<file path="src/rtl/icache_pkg.sv">
/* icache package
   geometry, bus response codes, FSM encoding and the two-way address view */
`default_nettype none

package icache_pkg;

  localparam int ADDR_W   = 32;
  localparam int DATA_W   = 64;  // fetch word and bus beat
  localparam int LINE_W   = 128;
  localparam int BEATS    = 2;
  localparam int BEAT_W   = $clog2(BEATS);
  localparam int OFFSET_W = 4;
  localparam int INDEX_W  = 6;
  localparam int SETS     = 64;
  localparam int TAG_W    = 22;
  localparam int WAYS     = 2;

  // controller states
  localparam logic [1:0] ST_IDLE    = 2'd0;
  localparam logic [1:0] ST_LOOKUP  = 2'd1;
  localparam logic [1:0] ST_REFILL  = 2'd2;
  localparam logic [1:0] ST_RESPOND = 2'd3;

  // ordered so a larger code is the worse outcome
  typedef enum logic [1:0] {
    OKAY   = 2'b00,
    EXOKAY = 2'b01,
    SLVERR = 2'b10,
    DECERR = 2'b11
  } resp_e;

  typedef union packed {
    struct packed {
      logic [TAG_W-1:0]             tag;
      logic [INDEX_W-1:0]           index;
      logic                         word;      // which half of the line
      logic [$clog2(DATA_W/8)-1:0]  byte_off;
    } lookup;
    struct packed {
      logic [ADDR_W-OFFSET_W-1:0]   line;
      logic [OFFSET_W-1:0]          offset;
    } refill;
  } addr_u;

endpackage

`default_nettype wire

</file>
<file path="src/rtl/icache_tag_array.sv">
/* icache tag array
   per-way tags and valid bits, registered lookup, hit compare and victim pick */
`timescale 1ns/10ps
`default_nettype none

module icache_tag_array (
  input  logic                           clk,
  input  logic                           rst,
  input  logic                           flush_i,
  input  logic [icache_pkg::INDEX_W-1:0] lookup_index_i,
  input  logic [icache_pkg::TAG_W-1:0]   lookup_tag_i,
  input  logic                           fill_we_i,
  input  logic                           fill_way_i,
  input  logic [icache_pkg::INDEX_W-1:0] fill_index_i,
  input  logic [icache_pkg::TAG_W-1:0]   fill_tag_i,
  input  logic                           fill_valid_i,
  output logic                           hit_o,
  output logic                           hit_way_o,
  output logic                           victim_way_o
);

  logic [icache_pkg::TAG_W-1:0]                        tag_mem [icache_pkg::WAYS][icache_pkg::SETS];
  logic [icache_pkg::WAYS-1:0][icache_pkg::SETS-1:0]  valid_q;

  logic [icache_pkg::TAG_W-1:0] rd_tag_q [icache_pkg::WAYS];
  logic [icache_pkg::WAYS-1:0]  rd_valid_q;
  logic [icache_pkg::TAG_W-1:0] cmp_tag_q;   // tag of the access being looked up
  logic [icache_pkg::WAYS-1:0]  hit_vec;
  logic                         victim_q;

  // valid bits, flush wins over a fill
  always_ff @(posedge clk) begin
    if (rst || flush_i) begin
      valid_q <= '0;
    end else if (fill_we_i) begin
      valid_q[fill_way_i][fill_index_i] <= fill_valid_i;
    end
  end

  always_ff @(posedge clk) begin
    if (rst) begin
      rd_valid_q <= '0;
    end else begin
      for (int w = 0; w < icache_pkg::WAYS; w++) begin
        rd_valid_q[w] <= valid_q[w][lookup_index_i];
      end
    end
  end

  // tag storage, synchronous read of both ways
  always_ff @(posedge clk) begin
    if (fill_we_i) begin
      tag_mem[fill_way_i][fill_index_i] <= fill_tag_i;
    end
    for (int w = 0; w < icache_pkg::WAYS; w++) begin
      rd_tag_q[w] <= tag_mem[w][lookup_index_i];
    end
    cmp_tag_q <= lookup_tag_i;
  end

  always_comb begin
    for (int w = 0; w < icache_pkg::WAYS; w++) begin
      hit_vec[w] = rd_valid_q[w] && (rd_tag_q[w] == cmp_tag_q);
    end
  end

  assign hit_o     = |hit_vec;
  assign hit_way_o = hit_vec[1];  // two ways only

  // free-running toggle gives pseudo random replacement
  always_ff @(posedge clk) begin
    if (rst) begin
      victim_q <= 1'b0;
    end else begin
      victim_q <= ~victim_q;
    end
  end

  assign victim_way_o = victim_q;

endmodule

`default_nettype wire

</file>
<file path="config.mk">
export PLATFORM = sky130hd
export DESIGN_NAME = icache_tag_array
export DESIGN_NICKNAME = d
export VERILOG_FILES = /design/src/rtl/icache_pkg.sv /design/src/rtl/icache_tag_array.sv
export SDC_FILE = /design/constraint.sdc
export NUM_CORES = 2
export LEC_CHECK = 0
export BUFFER_PORTS_ARGS = -buffer_cell sky130_fd_sc_hd__buf_2
export CELL_PAD_IN_SITES_DETAIL_PLACEMENT = 0
export CELL_PAD_IN_SITES_GLOBAL_PLACEMENT = 2
export CORE_AREA = 2 2 463 465
export CTS_CLUSTER_DIAMETER = 40
export DETAILED_ROUTE_END_ITERATION = 6
export DIE_AREA = 0 0 465 467
export GPL_TIMING_DRIVEN = 0
export HOLD_SLACK_MARGIN = 0.15
export PLACE_DENSITY = 0.84
export SETUP_SLACK_MARGIN = 0.05
export SLEW_MARGIN = 15
export SYNTH_ARGS = -nofsm -noshare
export SYNTH_HDL_FRONTEND = slang
export SYNTH_SLANG_ARGS = --single-unit
</file>
<file path="constraint.sdc">
create_clock -name clk -period 4.8 [get_ports clk]
set_input_delay 0.72 -clock clk [delete_from_list [all_inputs] [get_ports clk]]
set_output_delay 0.72 -clock clk [all_outputs]
set_load 0.02 [all_outputs]
</file>
==> results.md <==
- Slew HR: -0.0352
- GPL Wtd Cong: 1.00
- Final hold violations: 0
- Die Wd: between 400 and 500 um
- Setup TNS: -113 ps
- Post-cts sizing count: 0
- Final WL: 375000 um
- Syn Nets: 5459
- Clock transition at path regs: 60 ps
- H-Tree Depth: 5
- Failing checks: capacitance limit, slew limit, setup timing
- Die height: 467 um
- Hold Slack: 185 ps
- Layout Nets: 6109
- Clock group share of total power: 0.477
- Peak supply drop: 466 uV
- Vias per inst: 6.84
- Setup violators final: 1
- Critical path type: reg2out
- Max_cap viols: 1
- Crit path DAT: 4190 ps
- First-pass DRT Iterations: 6
- Synth cell types: 46
- Area post-placement: about 120000 um^2
- Detailed-placement wirelength estimate: 254000 um
- R2R depth: 5
- CP Capture Type: output port
- Share of cells above drive strength 1: 0.295
- Worst setup margin: -113 ps
- Post-CTS setup repair buffer count: 0
- Worst r2r src: tag_mem[1][393]
- Hold Path End: tag_mem[0][166]
- Comb pwr share: 0.050
- Vias in the first global route: 60.1k
- CP max FO: 2
- Synthesis-to-finish area growth: 19.6%
- Avg WL per Cell: 40.6 um
- Pwr Density: 449 nW/um^2
- F_max: 204 MHz
- GR Util All Layers: 0.345
- Sw Ratio: 0.225
- #FFs+latches synth: 3013
- Reg-to-Reg End: rd_tag_q[0][41]
- DRC violations left: 0
- Number of clock buffers inserted by TritonCTS: 397
- Crit share post-route: 1.02
- Mapped cell area: 114000 um^2
- Worst min-delay path category: in2reg
- EDFF count, synth: 2816
- Core Area: 212000 um^2
- Status: complete, but fails checks
- Sequential-to-total area share from yosys stat: 0.775
- Initial core utilization: 0.539
- Switching pwr: 13800 uW
- Synth warn: 0
- Post-synthesis cell count: 5397
- LEAKAGE: 0.0429 uW
- Initial antenna violation count: 38
- Final Max Tran Viols: 2
- Iter 0 DRT Violations: 11.1k
- CTS Sinks: 3013
- FF-to-FF setup slack: 2040 ps
- Hold Path Origin: fill_tag_i[12]
- Total global routing overflow: 0
- Syn_area_per_cell: 21.2 um^2
- Global-route wire length before repair: 502000 um
- Min Tclk post-route: 4910 ps
- Startpoint types: flip-flop
- Worst slew pin tran: 1540 ps
- Clk_lat worst skew: 1040 ps
- FP Rows: 169
- Asr flop ratio synth: 0
- Top_reg_cell synth: edfxtp_1
- Cell Int Power: 47500 uW
- Ports: 65
- Fin area: 137000 um^2
- Input/output buffers: 57
- CTS max path bufs: 4
- Required @ worst endpoint: between 4000 and 5000 ps
- Die area: 217000 um^2
- RSZ-0062 raised after global routing: false
- Vias: 63.2k
- TritonCTS clock tree: yes
- Largest net degree at the start of global routing: 100
- Hold path depth: 1
- Dpl ws: -319 ps
- Final ANT Viol Nets: 0
- CTS root buf: clkbuf_16
- Clock Skew: 83.3 ps
- Seq pwr share: 0.473
state kept, by name (all words and copies together) (netlist names):
register and count:
tag_mem 2816, valid_q 128, rd_tag_q 44, cmp_tag_q 22, rd_valid_q 2, victim_way_o 1
cell type report:
type                            instances  area, um^2
Fill cell                           13700       75100
Timing Repair Buffer                  251        4550
Tap cell                             2821        3530
Clock buffer                          448       10400
Inverter                                1        3.75
Sequential cell                      3013       88500
Buffer                                327        1600
Clock inverter                        269        2780
Multi-Input combinational cell       2056       25100
Antenna cell                           53         133
power groups by stage:
stage	clock [uW]	sequential, uW	combinational (uW)
after CTS	29300	29000	2980
after detailed placement	0	29500	2950
after global placement	0	29600	2760
final	29200	29000	3080
after floorplan	0	29500	1350
after global routing	30400	29000	3120
routing by layer:
layer,part of all wire,routed length [um],track usage,vias up
li1,-,-,-,24000
met1,0.35,132000,0.459,33200
met2,0.45,168000,0.507,4950
met3,0.13,48200,0.101,938
met4,0.070,26200,0.210,20
met5,0.00097,365,0.00856,-
cell usage after synthesis, types with 11 or more instances:
library cell | instances | area (um^2)
nand3_1 | 37 | 185
nand4_1 | 11 | 68.8
mux2i_1 | 110 | 1100
nand2_1 | 176 | 661
xor2_1 | 22 | 193
buf_4 | 46 | 345
or4_1 | 17 | 128
a21oi_1 | 215 | 1080
buf_2 | 76 | 380
o221ai_1 | 19 | 166
buf_1 | 21 | 78.8
xnor2_1 | 22 | 193
clkbuf_1 | 175 | 657
o21ai_0 | 133 | 666
nor2_1 | 203 | 762
dfxtp_1 | 197 | 3940
a22o_1 | 47 | 412
nor2b_1 | 27 | 169
mux4_2 | 713 | 16100
a22oi_1 | 222 | 1670
nor4_1 | 11 | 68.8
edfxtp_1 | 2816 | 84600
critical path: stages, from the launching register on:
cell,delay [ps]
dfxtp_1,900
xor2_1,150
nor4_1,490
nand4_1,150
nor3_1,890
a31o_2,370
buf_2,210
metrics by stage:
step	instances	total power, uW	util
floorplan	5397	30800	-
global placement	8275	32300	0.557
detailed placement	8434	32500	0.581
CTS	9186	61300	0.645
global route	9231	62500	0.645
finish	9239	61300	0.645
worst max-delay path by stage:
stage,from,end,slack [ps],depth (start not counted)
2_1_floorplan,fill_index_i[2],tag_mem[1][242],1630,5
3_3_place_gp,lookup_index_i[0],rd_tag_q[0][6],-1080,9
3_5_place_dp,lookup_index_i[2],rd_tag_q[0][18],-320,8
4_1_cts,cmp_tag_q[21],hit_o,60,6
5_1_grt,cmp_tag_q[21],hit_o,60,6
6_report,cmp_tag_q[21],hit_o,-110,6
kinds of logic after synthesis:
logic type                after synthesis  synth area share
buffers and inverters                 328            0.0137
xor gates and xnor gates               44           0.00338
DFF                                  3013             0.775
muxes                                 827             0.151
AOI/OAI and AO/OA                     668            0.0369
and+or+nand+nor                       517            0.0200
repair_timing:
item | 4_1_cts | 5_1_grt
setup endpoints to repair | 0 | 0
hold buffers | 35 | 0
hold endpoints to repair | 257 | 0
placed cells by master (no fill, tap or decap), drive strengths merged, types with 27 or more instances in the layout:
cell,Yosys,routed
bufinv,0,38
dfxtp,197,197
edfxtp,2816,2816
a21oi,215,215
nand3,37,37
clkbuf,175,623
buf,152,368
clkinv,0,129
nand2,176,176
o21ai,133,133
mux4,713,713
nor2b,27,27
inv,1,46
mux2i,110,110
diode,0,53
a22oi,222,222
clkinvlp,0,57
a22o,47,47
dlygate4sd3,0,35
nor2,203,203
Note: power is estimated with default switching activity, not from simulation.
