==> config.mk <==
export PLATFORM = sky130hd
export DESIGN_NAME = icache_refill_flat
export DESIGN_NICKNAME = d
export VERILOG_FILES = /design/src/rtl/icache_pkg.sv /design/src/rtl/icache_refill_if.sv /design/src/rtl/icache_refill.sv /design/src/flat_wrapper.sv
export SDC_FILE = /design/constraint.sdc
export NUM_CORES = 1
export LEC_CHECK = 0
export BUFFER_PORTS_ARGS = -buffer_cell sky130_fd_sc_hd__buf_2
export CORE_ASPECT_RATIO = 0.8
export CORE_MARGIN = 5
export CORE_UTILIZATION = 34
export CTS_CLUSTER_DIAMETER = 200
export DETAILED_ROUTE_END_ITERATION = 6
export PLACE_DENSITY = 0.92
export SYNTH_ARGS = -nofsm -noshare
export SYNTH_HDL_FRONTEND = slang
export SYNTH_SLANG_ARGS = --single-unit
==> constraint.sdc <==
create_clock -name clk -period 2.4 [get_ports clk]
set_input_delay 0 -clock clk [delete_from_list [all_inputs] [get_ports clk]]
set_output_delay 0 -clock clk [all_outputs]
set_load 0.05 [all_outputs]
==> src/rtl/icache_pkg.sv <==
/* icache package
   geometry, bus response codes, FSM encoding and the two-way address view */
`default_nettype none

package icache_pkg;

  localparam int ADDR_W   = 32;
  localparam int DATA_W   = 64;  // fetch word and bus beat
  localparam int LINE_W   = 128;
  localparam int BEATS    = 2;
  localparam int BEAT_W   = $clog2(BEATS);
  localparam int OFFSET_W = 4;
  localparam int INDEX_W  = 6;
  localparam int SETS     = 64;
  localparam int TAG_W    = 22;
  localparam int WAYS     = 2;

  // controller states
  localparam logic [1:0] ST_IDLE    = 2'd0;
  localparam logic [1:0] ST_LOOKUP  = 2'd1;
  localparam logic [1:0] ST_REFILL  = 2'd2;
  localparam logic [1:0] ST_RESPOND = 2'd3;

  // ordered so a larger code is the worse outcome
  typedef enum logic [1:0] {
    OKAY   = 2'b00,
    EXOKAY = 2'b01,
    SLVERR = 2'b10,
    DECERR = 2'b11
  } resp_e;

  typedef union packed {
    struct packed {
      logic [TAG_W-1:0]             tag;
      logic [INDEX_W-1:0]           index;
      logic                         word;      // which half of the line
      logic [$clog2(DATA_W/8)-1:0]  byte_off;
    } lookup;
    struct packed {
      logic [ADDR_W-OFFSET_W-1:0]   line;
      logic [OFFSET_W-1:0]          offset;
    } refill;
  } addr_u;

endpackage

`default_nettype wire

==> src/rtl/icache_refill_if.sv <==
/* icache refill interface
   line request from the controller, returned beats toward array and controller */
`timescale 1ns/10ps
`default_nettype none

interface icache_refill_if;

  logic                              start;      // one-cycle pulse
  icache_pkg::addr_u                 line_addr;
  logic                              beat_we;    // pulse per beat
  logic [icache_pkg::BEAT_W-1:0]     beat_idx;
  logic [icache_pkg::DATA_W-1:0]     beat_data;
  icache_pkg::resp_e                 resp;       // worst of the burst so far
  logic                              done;       // pulse after last beat

  modport ctrl   (output start, line_addr,
                  input  beat_we, beat_idx, beat_data, resp, done);
  modport engine (input  start, line_addr,
                  output beat_we, beat_idx, beat_data, resp, done);
  modport array  (input  beat_we, beat_idx, beat_data);

endinterface

`default_nettype wire

==> src/rtl/icache_refill.sv <==
/* icache refill engine
   issues the line read on the memory bus and collects two beats with responses */
`timescale 1ns/10ps
`default_nettype none

module icache_refill (
  input  logic                           clk,
  input  logic                           rst,
  icache_refill_if.engine                rf,
  output logic                           mem_ar_valid_o,
  input  logic                           mem_ar_ready_i,
  output logic [icache_pkg::ADDR_W-1:0]  mem_ar_addr_o,
  input  logic                           mem_r_valid_i,
  output logic                           mem_r_ready_o,
  input  logic [icache_pkg::DATA_W-1:0]  mem_r_data_i,
  input  logic [1:0]                     mem_r_resp_i,
  input  logic                           mem_r_last_i
);

  icache_pkg::addr_u             ar_addr_q;
  icache_pkg::resp_e             worst_q;
  icache_pkg::resp_e             beat_resp;
  logic [icache_pkg::BEAT_W-1:0] beat_q;
  logic                          done_q;
  logic                          r_fire;

  assign r_fire    = mem_r_valid_i && mem_r_ready_o;
  assign beat_resp = icache_pkg::resp_e'(mem_r_resp_i);

  // ar_valid and r_ready double as the phase of the burst
  always_ff @(posedge clk) begin
    if (rst) begin
      mem_ar_valid_o <= 1'b0;
      mem_r_ready_o  <= 1'b0;
      done_q         <= 1'b0;
      beat_q         <= '0;
    end else begin
      done_q <= 1'b0;
      if (rf.start) begin
        mem_ar_valid_o <= 1'b1;
        beat_q         <= '0;
      end else if (mem_ar_valid_o && mem_ar_ready_i) begin
        mem_ar_valid_o <= 1'b0;
        mem_r_ready_o  <= 1'b1;
      end
      if (r_fire) begin
        beat_q <= beat_q + 1'b1;
        if (mem_r_last_i) begin
          mem_r_ready_o <= 1'b0;
          done_q        <= 1'b1;
        end
      end
    end
  end

  always_ff @(posedge clk) begin
    if (rf.start) begin
      ar_addr_q.refill.line   <= rf.line_addr.refill.line;
      ar_addr_q.refill.offset <= '0;  // line aligned
      worst_q                 <= icache_pkg::OKAY;
    end else if (r_fire && (beat_resp > worst_q)) begin
      worst_q <= beat_resp;
    end
  end

  assign mem_ar_addr_o = ar_addr_q;

  assign rf.beat_we   = r_fire;
  assign rf.beat_idx  = beat_q;
  assign rf.beat_data = mem_r_data_i;
  assign rf.resp      = worst_q;
  assign rf.done      = done_q;

endmodule

`default_nettype wire

==> src/flat_wrapper.sv <==
// flat-port wrapper written by rule: the top's interface ports become plain ports
module icache_refill_flat 
  (clk, rst, mem_ar_valid_o, mem_ar_ready_i, mem_ar_addr_o, mem_r_valid_i, mem_r_ready_o, mem_r_data_i, mem_r_resp_i, mem_r_last_i, rf_start, rf_line_addr, rf_beat_we, rf_beat_idx, rf_beat_data, rf_resp, rf_done);
  icache_refill_if rf_i ();
  input  logic clk;
  input  logic rst;
  output logic mem_ar_valid_o;
  input  logic mem_ar_ready_i;
  output logic [icache_pkg::ADDR_W-1:0] mem_ar_addr_o;
  input  logic mem_r_valid_i;
  output logic mem_r_ready_o;
  input  logic [icache_pkg::DATA_W-1:0] mem_r_data_i;
  input  logic [1:0] mem_r_resp_i;
  input  logic mem_r_last_i;
  input wire logic [$bits(rf_i.start)-1:0] rf_start;
  input wire logic [$bits(rf_i.line_addr)-1:0] rf_line_addr;
  output wire logic [$bits(rf_i.beat_we)-1:0] rf_beat_we;
  output wire logic [$bits(rf_i.beat_idx)-1:0] rf_beat_idx;
  output wire logic [$bits(rf_i.beat_data)-1:0] rf_beat_data;
  output wire logic [$bits(rf_i.resp)-1:0] rf_resp;
  output wire logic [$bits(rf_i.done)-1:0] rf_done;
  assign rf_i.start = rf_start;
  assign rf_i.line_addr = rf_line_addr;
  assign rf_beat_we = rf_i.beat_we;
  assign rf_beat_idx = rf_i.beat_idx;
  assign rf_beat_data = rf_i.beat_data;
  assign rf_resp = rf_i.resp;
  assign rf_done = rf_i.done;
  icache_refill u_core (.clk(clk), .rst(rst), .rf(rf_i), .mem_ar_valid_o(mem_ar_valid_o), .mem_ar_ready_i(mem_ar_ready_i), .mem_ar_addr_o(mem_ar_addr_o), .mem_r_valid_i(mem_r_valid_i), .mem_r_ready_o(mem_r_ready_o), .mem_r_data_i(mem_r_data_i), .mem_r_resp_i(mem_r_resp_i), .mem_r_last_i(mem_r_last_i));
endmodule
==> summary.md <==
| Metric | Value |
|---|---|
| Met1 WL | 1090 um |
| # DRC | 0 |
| Die width | 87.5 um |
| Worst-Skew Late Latency | 0.28 ns |
| Sequential share of the synthesized area | 58.9% |
| Final Net Count | 280 |
| Post-CTS Setup Inserts | 0 |
| Cell Area, Synth | 1630 um2 |
| Commonest non-fill, non-tap cell in the layout | buf_2 |
| DP Wirelength | 2580 um |
| CP Data Arrival Time | 1.64 ns |
| Share of cells above drive strength 1 | 45.7% |
| Lkg Pwr | 0.883 nW |
| Io pins | 207 |
| Setup Skew | 0.00526 ns |
| Via density | 4.21 |
| Num CTS Buffers | 5 |
| Global route total overflow | 0 |
| ANT cells | 0 |
| Syn Area/Cell | 12.8 um2 |
| Cell Area, Placed | 1570 um2 |
| Via count | 990 |
| Area Overhead vs Synth | 21.8% |
| # H-tree levels | 2 |
| Clock slew at reported path FFs | 0.06 ns |
| Yosys reg bits | 34 |
| Worst ir drop on vdd | 351 uV |
| Power Dens Cells | 693 nW/um2 |
| Post-CTS resize count | 0 |
| CTS tree | built |
| Largest net degree at the start of global routing | 17 |
| Global-route wire length before repair | 5360 um |
| Min-Delay Path Class | primary input to output pin |
| Setup Viol. Count Final | 0 |
| Final cycle utilization of the critical path | 59.7% |
| Core Area | 4620 um2 |
| Outcome | completed |
| Fin Setup TNS | 0 ns |
| Routability congestion estimate from global placement | 0.731 |
| Drt first pass iters | 4 |
| Pins Over Slew Limit | 0 |
| Rows | 22 |
| Endpoint class of the critical path | flip-flop |
| Routed WL per cell | 15.9 um |
| Syn Inst Count | 127 |
| Die H | 72.0 um |
| Max Cap Viol | 0 |
| I/O Buffers | 70 |
| DRC violation total after the first TritonRoute iteration | 23 |
| Met2 wire length | 1920 um |
| Startpoint Class | flip-flop |
| Crit Path Class | flip-flop to flip-flop |
| Top sig layer | met4 |
| Initial antenna violation count | 0 |
| Period minus WS final | 1.43 ns |
| Die area | 6290 um2 |
| Vias in the first global route | 1052 |
| Unrepaired setup endpoints after global routing | false |
| Initial Utilization | 35.3% |
| Design Area, Final | 1990 um2 |
| DRT Wirelength | 3740 um |
| Post-synth cell types | 17 |
| Sink Count | 34 |
| Max Clock Freq | 0.698 GHz |
| Root buf cell | clkbuf_8 |
| Ys Warns | 0 |
| Endpoints failing hold | 0 |
| Detail Route met3 WL | 615 um |
| Antenna viol nets, final | 0 |
| Worst EP required | 2.61 ns |
| Commonest non-fill, non-tap cells in the layout | buf_2 (70), dlygate4sd3_1 (34), edfxtp_1 (28), dfxtp_1 (6) |
| Crit-path max FO | 3 |
| Longest Clk Path Bufs | 2 |
| Overall routing resource usage | 11.3% |
area by class of cell:
| type | count | area (um2) |
|---|---|---|
| flip-flops and latches | 34 | 961 |
| multi-input cells | 23 | 153 |
| inverters | 5 | 18.8 |
| clock buffers | 6 | 72.6 |
| fillers | 440 | 2640 |
| well taps | 60 | 75.1 |
| repair buffers | 105 | 698 |
| clock inverters | 2 | 8.76 |
routing by layer:
metal,up-vias,global-route usage [%]
li1,441,-
met1,434,8.96
met2,91,19.8
met3,24,7.72
met4,0,7.50
met5,-,0
cell usage after synthesis:
library cell,instances,area (um2)
a221oi_2,1,15.0
buf_4,68,510
conb_1,1,3.75
dfxtp_1,6,120
edfxtp_1,28,841
a21oi_1,2,10.0
nand3_1,1,5.00
inv_1,5,18.8
or2_2,1,6.26
a311oi_1,1,8.76
nand2b_1,2,12.5
nand2_1,4,15.0
mux2i_1,2,20.0
nor3b_1,1,7.51
ha_1,2,25.0
a31oi_1,1,6.26
nand2_2,1,6.26
logic make-up (layout without fill, tap and decap cells):
logic type | count (synthesis) | in the layout | share of synthesized area [%]
AO/OA/AOI/OAI | 5 | 5 | 2.45
AND/OR/NAND/NOR | 10 | 10 | 3.22
buffers and inverters | 73 | 118 | 32.4
multiplexers | 2 | 2 | 1.23
adder cells (fa/ha/maj) | 2 | 2 | 1.53
other | 1 | 4 | 0.230
flip-flops | 34 | 34 | 58.9
per-stage QoR:
step                power (W)  hold slack, ns  instances  setup WS (ns)  util, %
global route          0.00143       0.0000718        235          0.881     43.0
CTS                   0.00139        0.000341        235          0.929     43.0
finish                0.00138       0.0000220        235          0.967     43.0
floorplan             0.00117          0.0691        130          0.750        -
detailed placement   0.000961        0.000341        193          0.941     33.8
global placement     0.000952        0.000341        193           1.09     33.8
worst max-delay path, stage by stage (launching register included):
cell and delay, ns:
dfxtp_1 0.35, inv_1 0.05, ha_1 0.31, nand2b_1 0.09
a221oi_2 0.34, mux2i_1 0.23
power breakdown:
part           leakage [nW]  switching [W]  internal [W]
Clock                0.0426       0.000186      0.000199
Sequential            0.323      0.0000116      0.000683
Combinational         0.518       0.000208     0.0000883
Total                 0.883       0.000406      0.000971
timing repair:
action | in CTS | in global routing
hold endpoints to repair | 34 | 0
endpoints found under the setup margin | 0 | 0
hold buffers | 34 | 0
path summary, 6_finish.rpt:
| check | from | end | slack (ns) | cells past startpoint |
|---|---|---|---|---|
| max | u_core.rf.resp[1] | u_core.rf.resp[0] | 0.97 | 5 |
| min | mem_r_data_i[31] | rf_beat_data[31] | 0.00002 | 0 |
| max reg2reg | u_core.rf.resp[1] | u_core.rf.resp[0] | 0.97 | 5 |
| min reg2reg | u_core.rf.resp[1] | u_core.rf.resp[1] | 0.48 | 2 |
state kept, by name (all words and copies together), names as in the netlist:
signal                 count
u_core.mem_ar_addr_o      28
u_core.mem_ar_valid_o      1
u_core.mem_r_ready_o       1
u_core.rf.beat_idx         1
u_core.rf.done             1
u_core.rf.resp             2
Note: power is estimated with default switching activity, not from simulation.
