### config.mk
export PLATFORM = sky130hd
export DESIGN_NAME = icache_ctrl_flat
export DESIGN_NICKNAME = d
export VERILOG_FILES = /design/src/rtl/icache_pkg.sv /design/src/rtl/icache_refill_if.sv /design/src/rtl/icache_ctrl.sv /design/src/flat_wrapper.sv
export SDC_FILE = /design/constraint.sdc
export NUM_CORES = 1
export LEC_CHECK = 0
export ABC_CLOCK_PERIOD_IN_PS = 6800
export BUFFER_PORTS_ARGS = -buffer_cell sky130_fd_sc_hd__buf_2
export CORE_AREA = 2 2 130 132
export CTS_CLUSTER_DIAMETER = 100
export DETAILED_ROUTE_END_ITERATION = 8
export DIE_AREA = 0 0 132 134
export GPL_ROUTABILITY_DRIVEN = 0
export HOLD_SLACK_MARGIN = 0.15
export PLACE_DENSITY = 0.71
export SYNTH_ARGS = -nofsm -noshare
export SYNTH_HDL_FRONTEND = slang
export SYNTH_SLANG_ARGS = --single-unit
### constraint.sdc
create_clock -name clk -period 6.8 [get_ports clk]
set_input_delay 0.68 -clock clk [delete_from_list [all_inputs] [get_ports clk]]
set_output_delay 0.68 -clock clk [all_outputs]
set_load 0.03 [all_outputs]
### src/rtl/icache_pkg.sv
/* icache package
   geometry, bus response codes, FSM encoding and the two-way address view */
`default_nettype none

package icache_pkg;

  localparam int ADDR_W   = 32;
  localparam int DATA_W   = 64;  // fetch word and bus beat
  localparam int LINE_W   = 128;
  localparam int BEATS    = 2;
  localparam int BEAT_W   = $clog2(BEATS);
  localparam int OFFSET_W = 4;
  localparam int INDEX_W  = 6;
  localparam int SETS     = 64;
  localparam int TAG_W    = 22;
  localparam int WAYS     = 2;

  // controller states
  localparam logic [1:0] ST_IDLE    = 2'd0;
  localparam logic [1:0] ST_LOOKUP  = 2'd1;
  localparam logic [1:0] ST_REFILL  = 2'd2;
  localparam logic [1:0] ST_RESPOND = 2'd3;

  // ordered so a larger code is the worse outcome
  typedef enum logic [1:0] {
    OKAY   = 2'b00,
    EXOKAY = 2'b01,
    SLVERR = 2'b10,
    DECERR = 2'b11
  } resp_e;

  typedef union packed {
    struct packed {
      logic [TAG_W-1:0]             tag;
      logic [INDEX_W-1:0]           index;
      logic                         word;      // which half of the line
      logic [$clog2(DATA_W/8)-1:0]  byte_off;
    } lookup;
    struct packed {
      logic [ADDR_W-OFFSET_W-1:0]   line;
      logic [OFFSET_W-1:0]          offset;
    } refill;
  } addr_u;

endpackage

`default_nettype wire

### src/rtl/icache_refill_if.sv
/* icache refill interface
   line request from the controller, returned beats toward array and controller */
`timescale 1ns/10ps
`default_nettype none

interface icache_refill_if;

  logic                              start;      // one-cycle pulse
  icache_pkg::addr_u                 line_addr;
  logic                              beat_we;    // pulse per beat
  logic [icache_pkg::BEAT_W-1:0]     beat_idx;
  logic [icache_pkg::DATA_W-1:0]     beat_data;
  icache_pkg::resp_e                 resp;       // worst of the burst so far
  logic                              done;       // pulse after last beat

  modport ctrl   (output start, line_addr,
                  input  beat_we, beat_idx, beat_data, resp, done);
  modport engine (input  start, line_addr,
                  output beat_we, beat_idx, beat_data, resp, done);
  modport array  (input  beat_we, beat_idx, beat_data);

endinterface

`default_nettype wire

### src/rtl/icache_ctrl.sv
/* icache controller
   core handshake, two-cycle lookup, miss handling and returned word select */
`timescale 1ns/10ps
`default_nettype none

module icache_ctrl (
  input  logic                           clk,
  input  logic                           rst,
  input  logic                           req_valid_i,
  output logic                           req_ready_o,
  input  icache_pkg::addr_u              req_addr_i,
  output logic                           rsp_valid_o,
  input  logic                           rsp_ready_i,
  output logic [icache_pkg::DATA_W-1:0]  rsp_data_o,
  output icache_pkg::resp_e              rsp_resp_o,
  input  logic                           flush_i,
  output logic [icache_pkg::INDEX_W-1:0] lookup_index_o,
  output logic [icache_pkg::TAG_W-1:0]   lookup_tag_o,
  output logic                           fill_we_o,
  output logic                           fill_way_o,
  output logic [icache_pkg::INDEX_W-1:0] fill_index_o,
  output logic [icache_pkg::TAG_W-1:0]   fill_tag_o,
  output logic                           fill_valid_o,
  input  logic                           hit_i,
  input  logic                           victim_way_i,
  output logic                           rd_word_o,
  input  logic [icache_pkg::DATA_W-1:0]  rd_data_i,
  icache_refill_if.ctrl                  rf
);

  logic [1:0]        state_q;
  icache_pkg::addr_u addr_q;
  logic              tag_rdy_q;  // arrays hold the read for addr_q
  logic              way_q;
  logic              start_q;
  logic              accept;
  logic              lookup_done;
  logic              miss;
  logic              in_refill;

  assign accept      = req_valid_i && req_ready_o;
  assign lookup_done = (state_q == icache_pkg::ST_LOOKUP) && tag_rdy_q;
  assign miss        = lookup_done && !hit_i;
  assign in_refill   = (state_q == icache_pkg::ST_REFILL);

  assign req_ready_o = (state_q == icache_pkg::ST_IDLE) && !flush_i;

  assign lookup_index_o = addr_q.lookup.index;
  assign lookup_tag_o   = addr_q.lookup.tag;
  assign rd_word_o      = addr_q.lookup.word;

  // tag goes in with valid clear on the miss, valid follows on done
  assign fill_we_o    = miss || (in_refill && rf.done);
  assign fill_way_o   = miss ? victim_way_i : way_q;
  assign fill_index_o = addr_q.lookup.index;
  assign fill_tag_o   = addr_q.lookup.tag;
  assign fill_valid_o = in_refill && (rf.resp == icache_pkg::OKAY);

  assign rf.start     = start_q;
  assign rf.line_addr = addr_q;

  always_ff @(posedge clk) begin
    if (rst) begin
      state_q     <= icache_pkg::ST_IDLE;
      tag_rdy_q   <= 1'b0;
      start_q     <= 1'b0;
      rsp_valid_o <= 1'b0;
    end else begin
      start_q <= 1'b0;
      case (state_q)
        icache_pkg::ST_IDLE: begin
          tag_rdy_q <= 1'b0;
          if (accept) state_q <= icache_pkg::ST_LOOKUP;
        end
        icache_pkg::ST_LOOKUP: begin
          tag_rdy_q <= 1'b1;
          if (lookup_done && hit_i) begin
            state_q     <= icache_pkg::ST_RESPOND;
            rsp_valid_o <= 1'b1;
          end else if (miss) begin
            state_q <= icache_pkg::ST_REFILL;
            start_q <= 1'b1;
          end
        end
        icache_pkg::ST_REFILL: begin
          if (rf.done) begin
            state_q     <= icache_pkg::ST_RESPOND;
            rsp_valid_o <= 1'b1;
          end
        end
        default: begin  // respond, hold until the core takes it
          if (rsp_ready_i) begin
            state_q     <= icache_pkg::ST_IDLE;
            rsp_valid_o <= 1'b0;
          end
        end
      endcase
    end
  end

  always_ff @(posedge clk) begin
    if (accept) addr_q <= req_addr_i;
    if (miss) way_q <= victim_way_i;
    if (lookup_done && hit_i) begin
      rsp_data_o <= rd_data_i;
      rsp_resp_o <= icache_pkg::OKAY;
    end
    // requested word straight from the bus beat
    if (in_refill && rf.beat_we && (rf.beat_idx == addr_q.lookup.word)) begin
      rsp_data_o <= rf.beat_data;
    end
    if (in_refill && rf.done) rsp_resp_o <= rf.resp;
  end

endmodule

`default_nettype wire

### src/flat_wrapper.sv
// flat-port wrapper written by rule: the top's interface ports become plain ports
module icache_ctrl_flat 
  (clk, rst, req_valid_i, req_ready_o, req_addr_i, rsp_valid_o, rsp_ready_i, rsp_data_o, rsp_resp_o, flush_i, lookup_index_o, lookup_tag_o, fill_we_o, fill_way_o, fill_index_o, fill_tag_o, fill_valid_o, hit_i, victim_way_i, rd_word_o, rd_data_i, rf_start, rf_line_addr, rf_beat_we, rf_beat_idx, rf_beat_data, rf_resp, rf_done);
  icache_refill_if rf_i ();
  input  logic clk;
  input  logic rst;
  input  logic req_valid_i;
  output logic req_ready_o;
  input  icache_pkg::addr_u req_addr_i;
  output logic rsp_valid_o;
  input  logic rsp_ready_i;
  output logic [icache_pkg::DATA_W-1:0] rsp_data_o;
  output icache_pkg::resp_e rsp_resp_o;
  input  logic flush_i;
  output logic [icache_pkg::INDEX_W-1:0] lookup_index_o;
  output logic [icache_pkg::TAG_W-1:0] lookup_tag_o;
  output logic fill_we_o;
  output logic fill_way_o;
  output logic [icache_pkg::INDEX_W-1:0] fill_index_o;
  output logic [icache_pkg::TAG_W-1:0] fill_tag_o;
  output logic fill_valid_o;
  input  logic hit_i;
  input  logic victim_way_i;
  output logic rd_word_o;
  input  logic [icache_pkg::DATA_W-1:0] rd_data_i;
  output wire logic [$bits(rf_i.start)-1:0] rf_start;
  output wire logic [$bits(rf_i.line_addr)-1:0] rf_line_addr;
  input wire logic [$bits(rf_i.beat_we)-1:0] rf_beat_we;
  input wire logic [$bits(rf_i.beat_idx)-1:0] rf_beat_idx;
  input wire logic [$bits(rf_i.beat_data)-1:0] rf_beat_data;
  input wire logic [$bits(rf_i.resp)-1:0] rf_resp;
  input wire logic [$bits(rf_i.done)-1:0] rf_done;
  assign rf_start = rf_i.start;
  assign rf_line_addr = rf_i.line_addr;
  assign rf_i.beat_we = rf_beat_we;
  assign rf_i.beat_idx = rf_beat_idx;
  assign rf_i.beat_data = rf_beat_data;
  assign rf_i.resp = rf_resp;
  assign rf_i.done = rf_done;
  icache_ctrl u_core (.clk(clk), .rst(rst), .req_valid_i(req_valid_i), .req_ready_o(req_ready_o), .req_addr_i(req_addr_i), .rsp_valid_o(rsp_valid_o), .rsp_ready_i(rsp_ready_i), .rsp_data_o(rsp_data_o), .rsp_resp_o(rsp_resp_o), .flush_i(flush_i), .lookup_index_o(lookup_index_o), .lookup_tag_o(lookup_tag_o), .fill_we_o(fill_we_o), .fill_way_o(fill_way_o), .fill_index_o(fill_index_o), .fill_tag_o(fill_tag_o), .fill_valid_o(fill_valid_o), .hit_i(hit_i), .victim_way_i(victim_way_i), .rd_word_o(rd_word_o), .rd_data_i(rd_data_i), .rf(rf_i));
endmodule
==> results of run 1 <==
cells by family after synthesis:
| logic type | Yosys count | share of synthesized area (%) |
|---|---|---|
| and+or+nand+nor | 23 | 2.609 |
| xor gates and xnor gates | 1 | 0.1827 |
| adders and majority gates | 4 | 1.044 |
| muxes | 66 | 19.31 |
| AOI/OAI and AO/OA | 7 | 1.252 |
| buffers and inverters | 68 | 11.74 |
| DFF | 104 | 63.87 |
registers in the layout (all words and copies together), names as in the netlist:
name,flops
u_core.way_q,1
u_core.rsp_data_o,64
u_core.rsp_resp_o,2
u_core.rf.line_addr,32
u_core.rsp_valid_o,1
u_core.rf.start,1
u_core.state_q,2
u_core.tag_rdy_q,1
cells in the mapped netlist (all sizes together), types with 3 or more instances:
| cell | number |
|---|---|
| buf | 64 |
| dfxtp | 6 |
| and3 | 3 |
| nand2 | 5 |
| mux2 | 65 |
| inv | 4 |
| nor2 | 5 |
| ha | 4 |
| edfxtp | 98 |
routing by layer:
| metal | vias to the layer above | global-route usage (%) | share of wire [%] |
|---|---|---|---|
| li1 | 1509 | - | - |
| met1 | 1510 | 13.04 | 36 |
| met2 | 179 | 24.31 | 55 |
| met3 | 14 | 3.855 | 7.5 |
| met4 | 0 | 4.408 | 1.7 |
| met5 | - | 0 | 0 |
critical path: cells and delay by family, from the launching register on:
family        cells  cell delay, ps
buf+inv           2             790
mux               1             420
fa+ha+maj         1             280
flops             1             330
simple gates      1             470
path summary, 6_finish.rpt:
path,end,slack [ps]
worst max-delay path,u_core.rsp_data_o[56],4190
worst min register to register,u_core.way_q,480
worst max register to register,u_core.rsp_data_o[56],4190
worst min-delay path,u_core.way_q,480
cell type report:
class / instances / share of cell area, %
Clock inverter: 5 / 0.9054
Inverter: 4 / 0.2312
Tap cell: 220 / 4.238
Sequential cell: 104 / 47.16
Timing Repair Buffer: 334 / 25.81
Clock buffer: 10 / 3.525
Multi-Input combinational cell: 101 / 18.13
through the flow:
stage / std cells / worst slack, ps / util, %
2_1_floorplan: 273 / 3466 / -
3_3_place_gp: 763 / 3974 / 38.11
3_5_place_dp: 763 / 3938 / 38.11
4_1_cts: 778 / 4163 / 39.87
5_1_grt: 778 / 4045 / 39.87
6_report: 778 / 4192 / 39.87
power by group:
| group | internal, µW | total (µW) | switching (µW) | leakage [µW] |
|---|---|---|---|---|
| clock network | 284 | 505 | 222 | 0.000135 |
| logic | 175 | 497 | 322 | 0.00185 |
| registers | 782 | 807 | 24.4 | 0.000942 |
| total | 1240 | 1810 | 569 | 0.00293 |
==> reports/qor.csv, run 1 <==
metric;value;unit
critPathMaxStageDelay;690;ps
syn_nets;449;
tightest_slew;930.3;ps
ys_top_cells_by_area;edfxtp_1 (61%), mux2_4 (15%), buf_4 (8.9%);
most-common-layout-cells;buf_2 (332), edfxtp_1 (98), mux2_4 (49);
initial_core_util;29.44;%
tns;0;ps
antenna_found_initial;0;
clock-sinks;104;
wl;11.63;mm
critPathLaunchType;flop;
cts_max_level;3;
grt_max_degree;65;
drc;0;
ant_nets;0;
slowest_stage;buf_4;
max-vdd-ir-drop;128.8;µV
insertion_delay;340;ps
min_from;u_core.way_q;
synth_top_area_share;61.36;%
worstPathRequired;6890;ps
die_y;134;µm
cp.arrival;2700;ps
worstSetupPathType;reg -> reg;
skew;9.351;ps
slew-limit-headroom;37.98;%
multi_input_area;1177;µm²
cts_max_path_buffers;2;
cts_setup_buffers;0;
pin_count;333;
synthCells;273;
path_clk_slew;70;ps
final_common_cell;buf_2;
period_share;38.35;%
wl_per_cell;14.95;µm
post-synth-top-area-cell;edfxtp_1;
ys_async_sr_fraction;0;%
design_area;6495;µm²
path_max_fanout;47;
max_freq;383.5;MHz
reg2reg_depth;5;
dp_hpwl;9.174;mm
maxSlewViolCount;0;
placementRows;47;
synth-seq-cells;104;
via_count;3212;
grt_pass1_vias;3236;
fillers;1538;
hold_ws;478.9;ps
core;16290;µm²
synth_ff_type;edfxtp_1;
ys_seq_area_share;63.87;%
powerDensity;278.6;nW/µm²
p_leak;0.002928;µW
hold_depth;1;
hold_buffers;0;
crit_start;u_core.state_q[0];
grt_pass1_wl;16.86;mm
grt_overflow;0;
cts_buffers;9;
synth_warnings;0;
first_pass_iters;4;
status;finished clean;
drive_gt1_share;74.55;%
die_area;17690;µm²
die_x;132;µm
placed_area;6207;µm²
first_iter_violations;132;
cp-end-kind;flop;
syn_area_per_cell;17.57;µm²
rsz0062_at_grt;false;
layout.nets;730;
cts_tree;built;
syn_area;4796;µm²
vias_per_cell;4.129;
min_period;2608;ps
ctsResizeCount;0;
worstPathCellList;inv_1 -> ha_1 -> and3_4 -> buf_4 -> mux2_2;
synth_cell_type_count;28;
port_buffers;332;
cts_root_buffer;clkbuf_16;
finalSetupViolations;0;
synth_edf_count;98;
cap_violations;0;
hold_class;reg -> reg;
insertedDiodeCount;0;
regArea;3063;µm²
p_total;1809;µW
finalHoldViolations;0;
areaGrowthSynthToFinish;35.43;%
r2r_start;u_core.state_q[0];
grt_util_all_layers;12.68;%
No activity file was read; power rests on OpenSTA's default activity.
==> run 2: changes to the inputs <==
--- a/config.mk
+++ b/config.mk
@@ -5,15 +5,16 @@
 export SDC_FILE = /design/constraint.sdc
 export NUM_CORES = 1
 export LEC_CHECK = 0
-export ABC_CLOCK_PERIOD_IN_PS = 6800
+export ABC_AREA = 1
+export ABC_CLOCK_PERIOD_IN_PS = 2500
 export BUFFER_PORTS_ARGS = -buffer_cell sky130_fd_sc_hd__buf_2
-export CORE_AREA = 2 2 130 132
+export CORE_AREA = 2 2 129 131
 export CTS_CLUSTER_DIAMETER = 100
 export DETAILED_ROUTE_END_ITERATION = 8
-export DIE_AREA = 0 0 132 134
+export DIE_AREA = 0 0 131 133
 export GPL_ROUTABILITY_DRIVEN = 0
 export HOLD_SLACK_MARGIN = 0.15
-export PLACE_DENSITY = 0.71
+export PLACE_DENSITY = 0.72
 export SYNTH_ARGS = -nofsm -noshare
 export SYNTH_HDL_FRONTEND = slang
 export SYNTH_SLANG_ARGS = --single-unit
==> constraint.sdc (replaced) <==
create_clock -name clk -period 2.5 [get_ports clk]
set_input_delay 0.25 -clock clk [delete_from_list [all_inputs] [get_ports clk]]
set_output_delay 0.25 -clock clk [all_outputs]
set_load 0.03 [all_outputs]
==> run 2 against run 1 <==
  * Combinational power grew to 3.3 times the previous value
  * Synthesized area is 3.1% higher
  * Clock-buffer cell count stayed put
  * Final cell count is 24% higher
  * Core utilization is 3.5 points higher
  * Synthesized cell count is 56% higher
  * Critical path depth stayed put
  * Critical path type is now reg -> out
==> reports/qor.csv, run 2 <==
metric;value;unit
r2r_start;u_core.state_q[0];
fillers;1539;
min_from;rd_data_i[21];
crit_start;u_core.state_q[1];
max-vdd-ir-drop;423.2;µV
slew-limit-headroom;73.38;%
slowest_stage;mux2_2;
synth_edf_count;98;
status;finished clean;
finalSetupViolations;0;
insertedDiodeCount;0;
ys_async_sr_fraction;0;%
rsz0062_at_grt;false;
period_share;78.56;%
maxSlewViolCount;0;
synth-compound-area-share;11.06;%
antenna_found_initial;0;
skew;7.769;ps
worstSetupPathType;reg -> out;
layout.nets;913;
vias_per_cell;4.075;
min_period;1964;ps
initial_core_util;30.57;%
grt_util_all_layers;13.53;%
place_ws;785.9;ps
yosysMostFrequentCell;edfxtp_1;
cp.arrival;1710;ps
muxShareOfSynthArea;0.2278;%
worstPathCellList;inv_1 -> ha_1 -> nand3b_1 -> mux2_2 -> buf_2;
synth_xor_area_share;0.1772;%
synth_ff_type;edfxtp_1;
critPathLaunchType;flop;
synth-seq-cells;104;
grt_max_degree;77;
cts_buffers;9;
tns;0;ps
ff2ff_setup_slack;780;ps
regMostFlops;u_core.rsp_data_o;
port_buffers;332;
post-synth-top-area-cell;edfxtp_1;
synth_warnings;0;
critPathMaxStageDelay;360;ps
cts_max_level;3;
first_iter_violations;164;
synth_top_family_by_area;buffers and inverters;
wl;12.46;mm
synth_top_area_share;59.53;%
synth_cell_type_count;19;
dp_hpwl;9.459;mm
via_count;3920;
syn_area_per_cell;11.58;µm²
design_area;7009;µm²
placementRows;47;
synth_common_cells;edfxtp_1 (98), nand2_1 (80), inv_1 (78);
drc;0;
wl_per_cell;12.95;µm
cts_max_path_buffers;2;
final_util;43.34;%
finalHoldViolations;0;
pin_count;333;
ys_seq_area_share;61.96;%
drive_gt1_share;55.12;%
powerDensity;741.1;nW/µm²
timing.final.ws_setup;536.0;ps
synthCells;427;
p_leak;0.003498;µW
largest_reg_flops;64;
clock-sinks;104;
core;16170;µm²
first_pass_iters;4;
most-common-layout-cells;buf_2 (332), edfxtp_1 (98), nand2_1 (79);
path_clk_slew;70;ps
grt_busiest_layer;met2;
max_freq;509.2;MHz
cts_root_buffer;clkbuf_16;
use_met1;14.44;%
grt_pass1_vias;3704;
ys_top_cells_by_area;edfxtp_1 (60%), o21ai_2 (9.7%), buf_4 (8.8%);
tightest_slew;399.3;ps
ant_nets;0;
cp-end-kind;output port;
grt_use_met3;5.014;%
placed_area;6396;µm²
yosys.area_share.simple;7.947;%
grt_pass1_wl;17.91;mm
syn_area;4943;µm²
die_y;133;µm
syn_nets;603;
die_x;131;µm
insertion_delay;340;ps
ctsResizeCount;0;
grt_overflow;0;
cts_tree;built;
synthAdderAreaFrac;1.012;%
die_area;17420;µm²
areaGrowthSynthToFinish;41.79;%
path_max_fanout;5;
worstPathRequired;2250;ps
grt_util_met2;24.15;%
hold_class;in -> reg;
final_common_cell;buf_2;
cap_violations;0;
==> run 2: worst paths after layout <==
| path | depth (start not counted) | endpoint |
|---|---|---|
| min | 3 | u_core.rsp_data_o[21] |
| min reg2reg | 1 | u_core.way_q |
| max | 5 | fill_way_o |
| max reg2reg | 5 | u_core.rf.line_addr[24] |
==> run 2: cell type report <==
| class | instances | area [µm²] | share of cell area (%) |
|---|---|---|---|
| Sequential cell | 104 | 3063 | 43.70 |
| Timing Repair Buffer | 370 | 2069 | 29.53 |
| Multi-Input combinational cell | 174 | 1036 | 14.78 |
| Inverter | 78 | 292.8 | 4.177 |
| Tap cell | 220 | 275.3 | 3.927 |
| Clock buffer | 10 | 229.0 | 3.267 |
| Clock inverter | 6 | 43.79 | 0.6248 |
==> run 2: power by group <==
part / switching, µW / leakage (µW) / total (µW) / internal, µW
Clock: 621 / 0.000135 / 1300 / 681
Sequential: 79.0 / 0.000944 / 2250 / 2170
Combinational: 1120 / 0.00242 / 1640 / 517
Total: 1820 / 0.00350 / 5190 / 3370
==> run 2: worst max-delay path, delay by kind of cell (launching register included) <==
family	cells	cell delay, ps
fa+ha+maj	1	230
buf+inv	2	260
flops	1	350
mux	1	360
simple gates	1	170
==> run 2: cells by family after synthesis <==
kind of cell    after synthesis
compound gates               68
xor+xnor                      1
fa+ha+maj                     4
buf+inv                     149
flops                       104
mux                           1
simple gates                100
==> run 2: metal layers <==
layer  part of all wire [%]  vias up
met3                    8.5       20
met5                      0        -
met4                    2.2        0
met2                     51      185
met1                     38     1775
li1                       -     1940
==> run 2: what timing repair did <==
item / in CTS / in global routing
hold endpoints to repair: 35 / 0
setup buffers: 0 / 0
hold buffers: 34 / 0
==> run 2: stage by stage <==
stage | hold slack [ps] | total power, µW | std cells
2_1_floorplan | 319.1 | 3522 | 427
3_3_place_gp | 426.6 | 3878 | 912
3_5_place_dp | 428.1 | 3906 | 912
4_1_cts | 159.3 | 5274 | 962
5_1_grt | 168.6 | 5472 | 962
6_report | 177.7 | 5195 | 962
==> run 3: changes to the inputs <==
--- a/config.mk
+++ b/config.mk
@@ -6,15 +6,15 @@
 export NUM_CORES = 1
 export LEC_CHECK = 0
 export ABC_AREA = 1
-export ABC_CLOCK_PERIOD_IN_PS = 2500
+export ABC_CLOCK_PERIOD_IN_PS = 1700
 export BUFFER_PORTS_ARGS = -buffer_cell sky130_fd_sc_hd__buf_2
-export CORE_AREA = 2 2 129 131
+export CORE_AREA = 2 2 128 130
 export CTS_CLUSTER_DIAMETER = 100
 export DETAILED_ROUTE_END_ITERATION = 8
-export DIE_AREA = 0 0 131 133
+export DIE_AREA = 0 0 130 132
 export GPL_ROUTABILITY_DRIVEN = 0
 export HOLD_SLACK_MARGIN = 0.15
-export PLACE_DENSITY = 0.72
+export PLACE_DENSITY = 0.76
 export SYNTH_ARGS = -nofsm -noshare
 export SYNTH_HDL_FRONTEND = slang
 export SYNTH_SLANG_ARGS = --single-unit
==> constraint.sdc (replaced) <==
create_clock -name clk -period 1.7 [get_ports clk]
set_input_delay 0.17 -clock clk [delete_from_list [all_inputs] [get_ports clk]]
set_output_delay 0.17 -clock clk [all_outputs]
set_load 0.03 [all_outputs]
==> run 3 against run 2 <==
  * The run now ends with setup timing left
  * Combinational power increased by 79%
  * Wire length increased by 33%
  * Sequential cell count unchanged
  * Largest power group unchanged
  * Die area decreased by 1.5%
  * Critical path depth unchanged
  * Critical endpoint unchanged
  * Clock power increased by 65%
  * Register-to-register slack got worse by 640 ps
  * Via count increased by 19%
  * Largest cell class is now buffers
==> reports/qor.csv, run 3 (synthesized netlist as in run 2, its figures left out) <==
metric;value;unit
regMostFlops;u_core.rsp_data_o;
cp-end-kind;output port;
timing.final.ws_setup;-11.12;ps
cts_tree;built;
placementRows;46;
p_leak;0.004057;µW
hold_class;in -> reg;
dp_hpwl;10.28;mm
period_share;100.7;%
max-vdd-ir-drop;492.3;µV
grt_util_all_layers;18.86;%
hold_depth;3;
wl_per_cell;15.31;µm
die_area;17160;µm²
wl_met2;8.886;mm
pin_count;333;
path_max_fanout;3;
met1_length;5.612;mm
antenna_found_initial;0;
cts_max_level;3;
grt_pass1_vias;4891;
cts_max_path_buffers;2;
grt_overflow;0;
slowest_stage;dlygate4sd3_1;
maxSlewViolCount;0;
cap_violations;0;
powerDensity;1006;nW/µm²
rsz0062_at_grt;true;
worstPathRequired;1530;ps
first_pass_iters;4;
instances_no_fill;1084;
first_iter_violations;190;
critPathMaxStageDelay;550;ps
ant_nets;0;
initial_core_util;31.46;%
drc;0;
max_freq;584.4;MHz
die_x;130;µm
ff2ff_setup_slack;140;ps
finalHoldViolations;0;
status;complete, but fails checks;
path_buf_inv;3;
wl_met3;1.204;mm
min_period;1711;ps
core;15710;µm²
slew-limit-headroom;75.67;%
placed_cells;912;
tightest_slew;365.0;ps
skew;8.448;ps
areaGrowthSynthToFinish;69.43;%
layout.nets;1038;
vias_per_cell;4.298;
cp.arrival;1540;ps
port_buffers;332;
path_clk_slew;70;ps
top_layer_used;met4;
wl;16.60;mm
design_area;8376;µm²
violations;setup timing;
worstSetupPathType;in -> out;
placed_area;6471;µm²
grt_max_degree;73;
reg2reg_depth;5;
critPathLaunchType;input port;
worstPathCellList;dlygate4sd3_1 -> buf_2 -> nand3b_1 -> mux2_4 -> buf_6;
cts_root_buffer;clkbuf_16;
die_y;132;µm
via_count;4659;
critical-path-top-delay-family;buffers and inverters;
largest_reg_flops;64;
cts_buffers;9;
most-common-layout-cells;buf_2 (329), dlygate4sd3_1 (152), edfxtp_1 (98);
clock-sinks;104;
drive_gt1_share;49.37;%
grt_pass1_wl;24.71;mm
finalSetupViolations;1;
insertion_delay;350;ps
cp.depth;5;
final_common_cell;buf_2;
run 3: cell count changes in the layout (fill, tap and decap cells not counted), moves of 2 or more:
cell	previous run	this run
dlygate4sd3_1	34	152
buf_4	1	7
buf_2	332	329
ha_1	4	1
inv_1	78	75
buf_12	3	5
dfxtp_1	6	4
ha_4	0	2
inv_4	0	2
run 3: layout make-up:
class / count / area, µm²
diodes: 1 / 2.502
clock buffers: 11 / 242.7
clock inverters: 5 / 63.81
fillers: 1301 / 7337
inverters: 78 / 297.8
multi-input cells: 174 / 1091
flip-flops and latches: 104 / 3068
well taps: 216 / 270.3
repair buffers: 495 / 3339
run 3: per-layer routing:
layer | global-route usage (%) | vias up
met5 | 0 | -
li1 | - | 2192
met1 | 18.32 | 2146
met4 | 12.19 | 0
met3 | 4.505 | 55
met2 | 34.87 | 266
run 3: path summary, 6_finish.rpt:
check	startpoint	to
hold / removal	rf_beat_data[26]	u_core.rsp_data_o[26]
setup / recovery	hit_i	fill_way_o
hold reg to reg	u_core.way_q	u_core.way_q
setup reg to reg	u_core.rf.line_addr[3]	u_core.rsp_data_o[32]
run 3: power by group:
| part | internal (µW) | leakage [µW] | total [µW] | switching [µW] |
|---|---|---|---|---|
| Combinational | 1100 | 0.00297 | 2930 | 1830 |
| Clock | 1200 | 0.000147 | 2150 | 957 |
| Sequential | 3200 | 0.000945 | 3340 | 134 |
run 3: what timing repair did:
action / in CTS / in global routing
buffers inserted: 1 / 2
hold buffers: 152 / 0
gates resized for setup: 10 / 4
endpoints found under the setup margin: 3 / 9
pin swaps: 2 / 0
hold endpoints to repair: 104 / 0
run 3: through the flow:
stage	util [%]	TNS (ps)	hold slack [ps]	total power, µW	setup slack, ps
floorplan	-	-4352	239.1	5256	-136.0
global placement	41.18	0	347.0	5835	148.9
detailed placement	41.18	0	348.1	5879	107.1
CTS	53.10	-33.20	150.5	8407	-33.20
global route	53.29	-114.6	169.5	8817	-53.17
finish	53.30	-11.12	171.2	8427	-11.12
run 3: tightest hold or removal path, cell delays in order:
cell     delay (ps)
buf_2            80
inv_1            40
o21ai_2         120
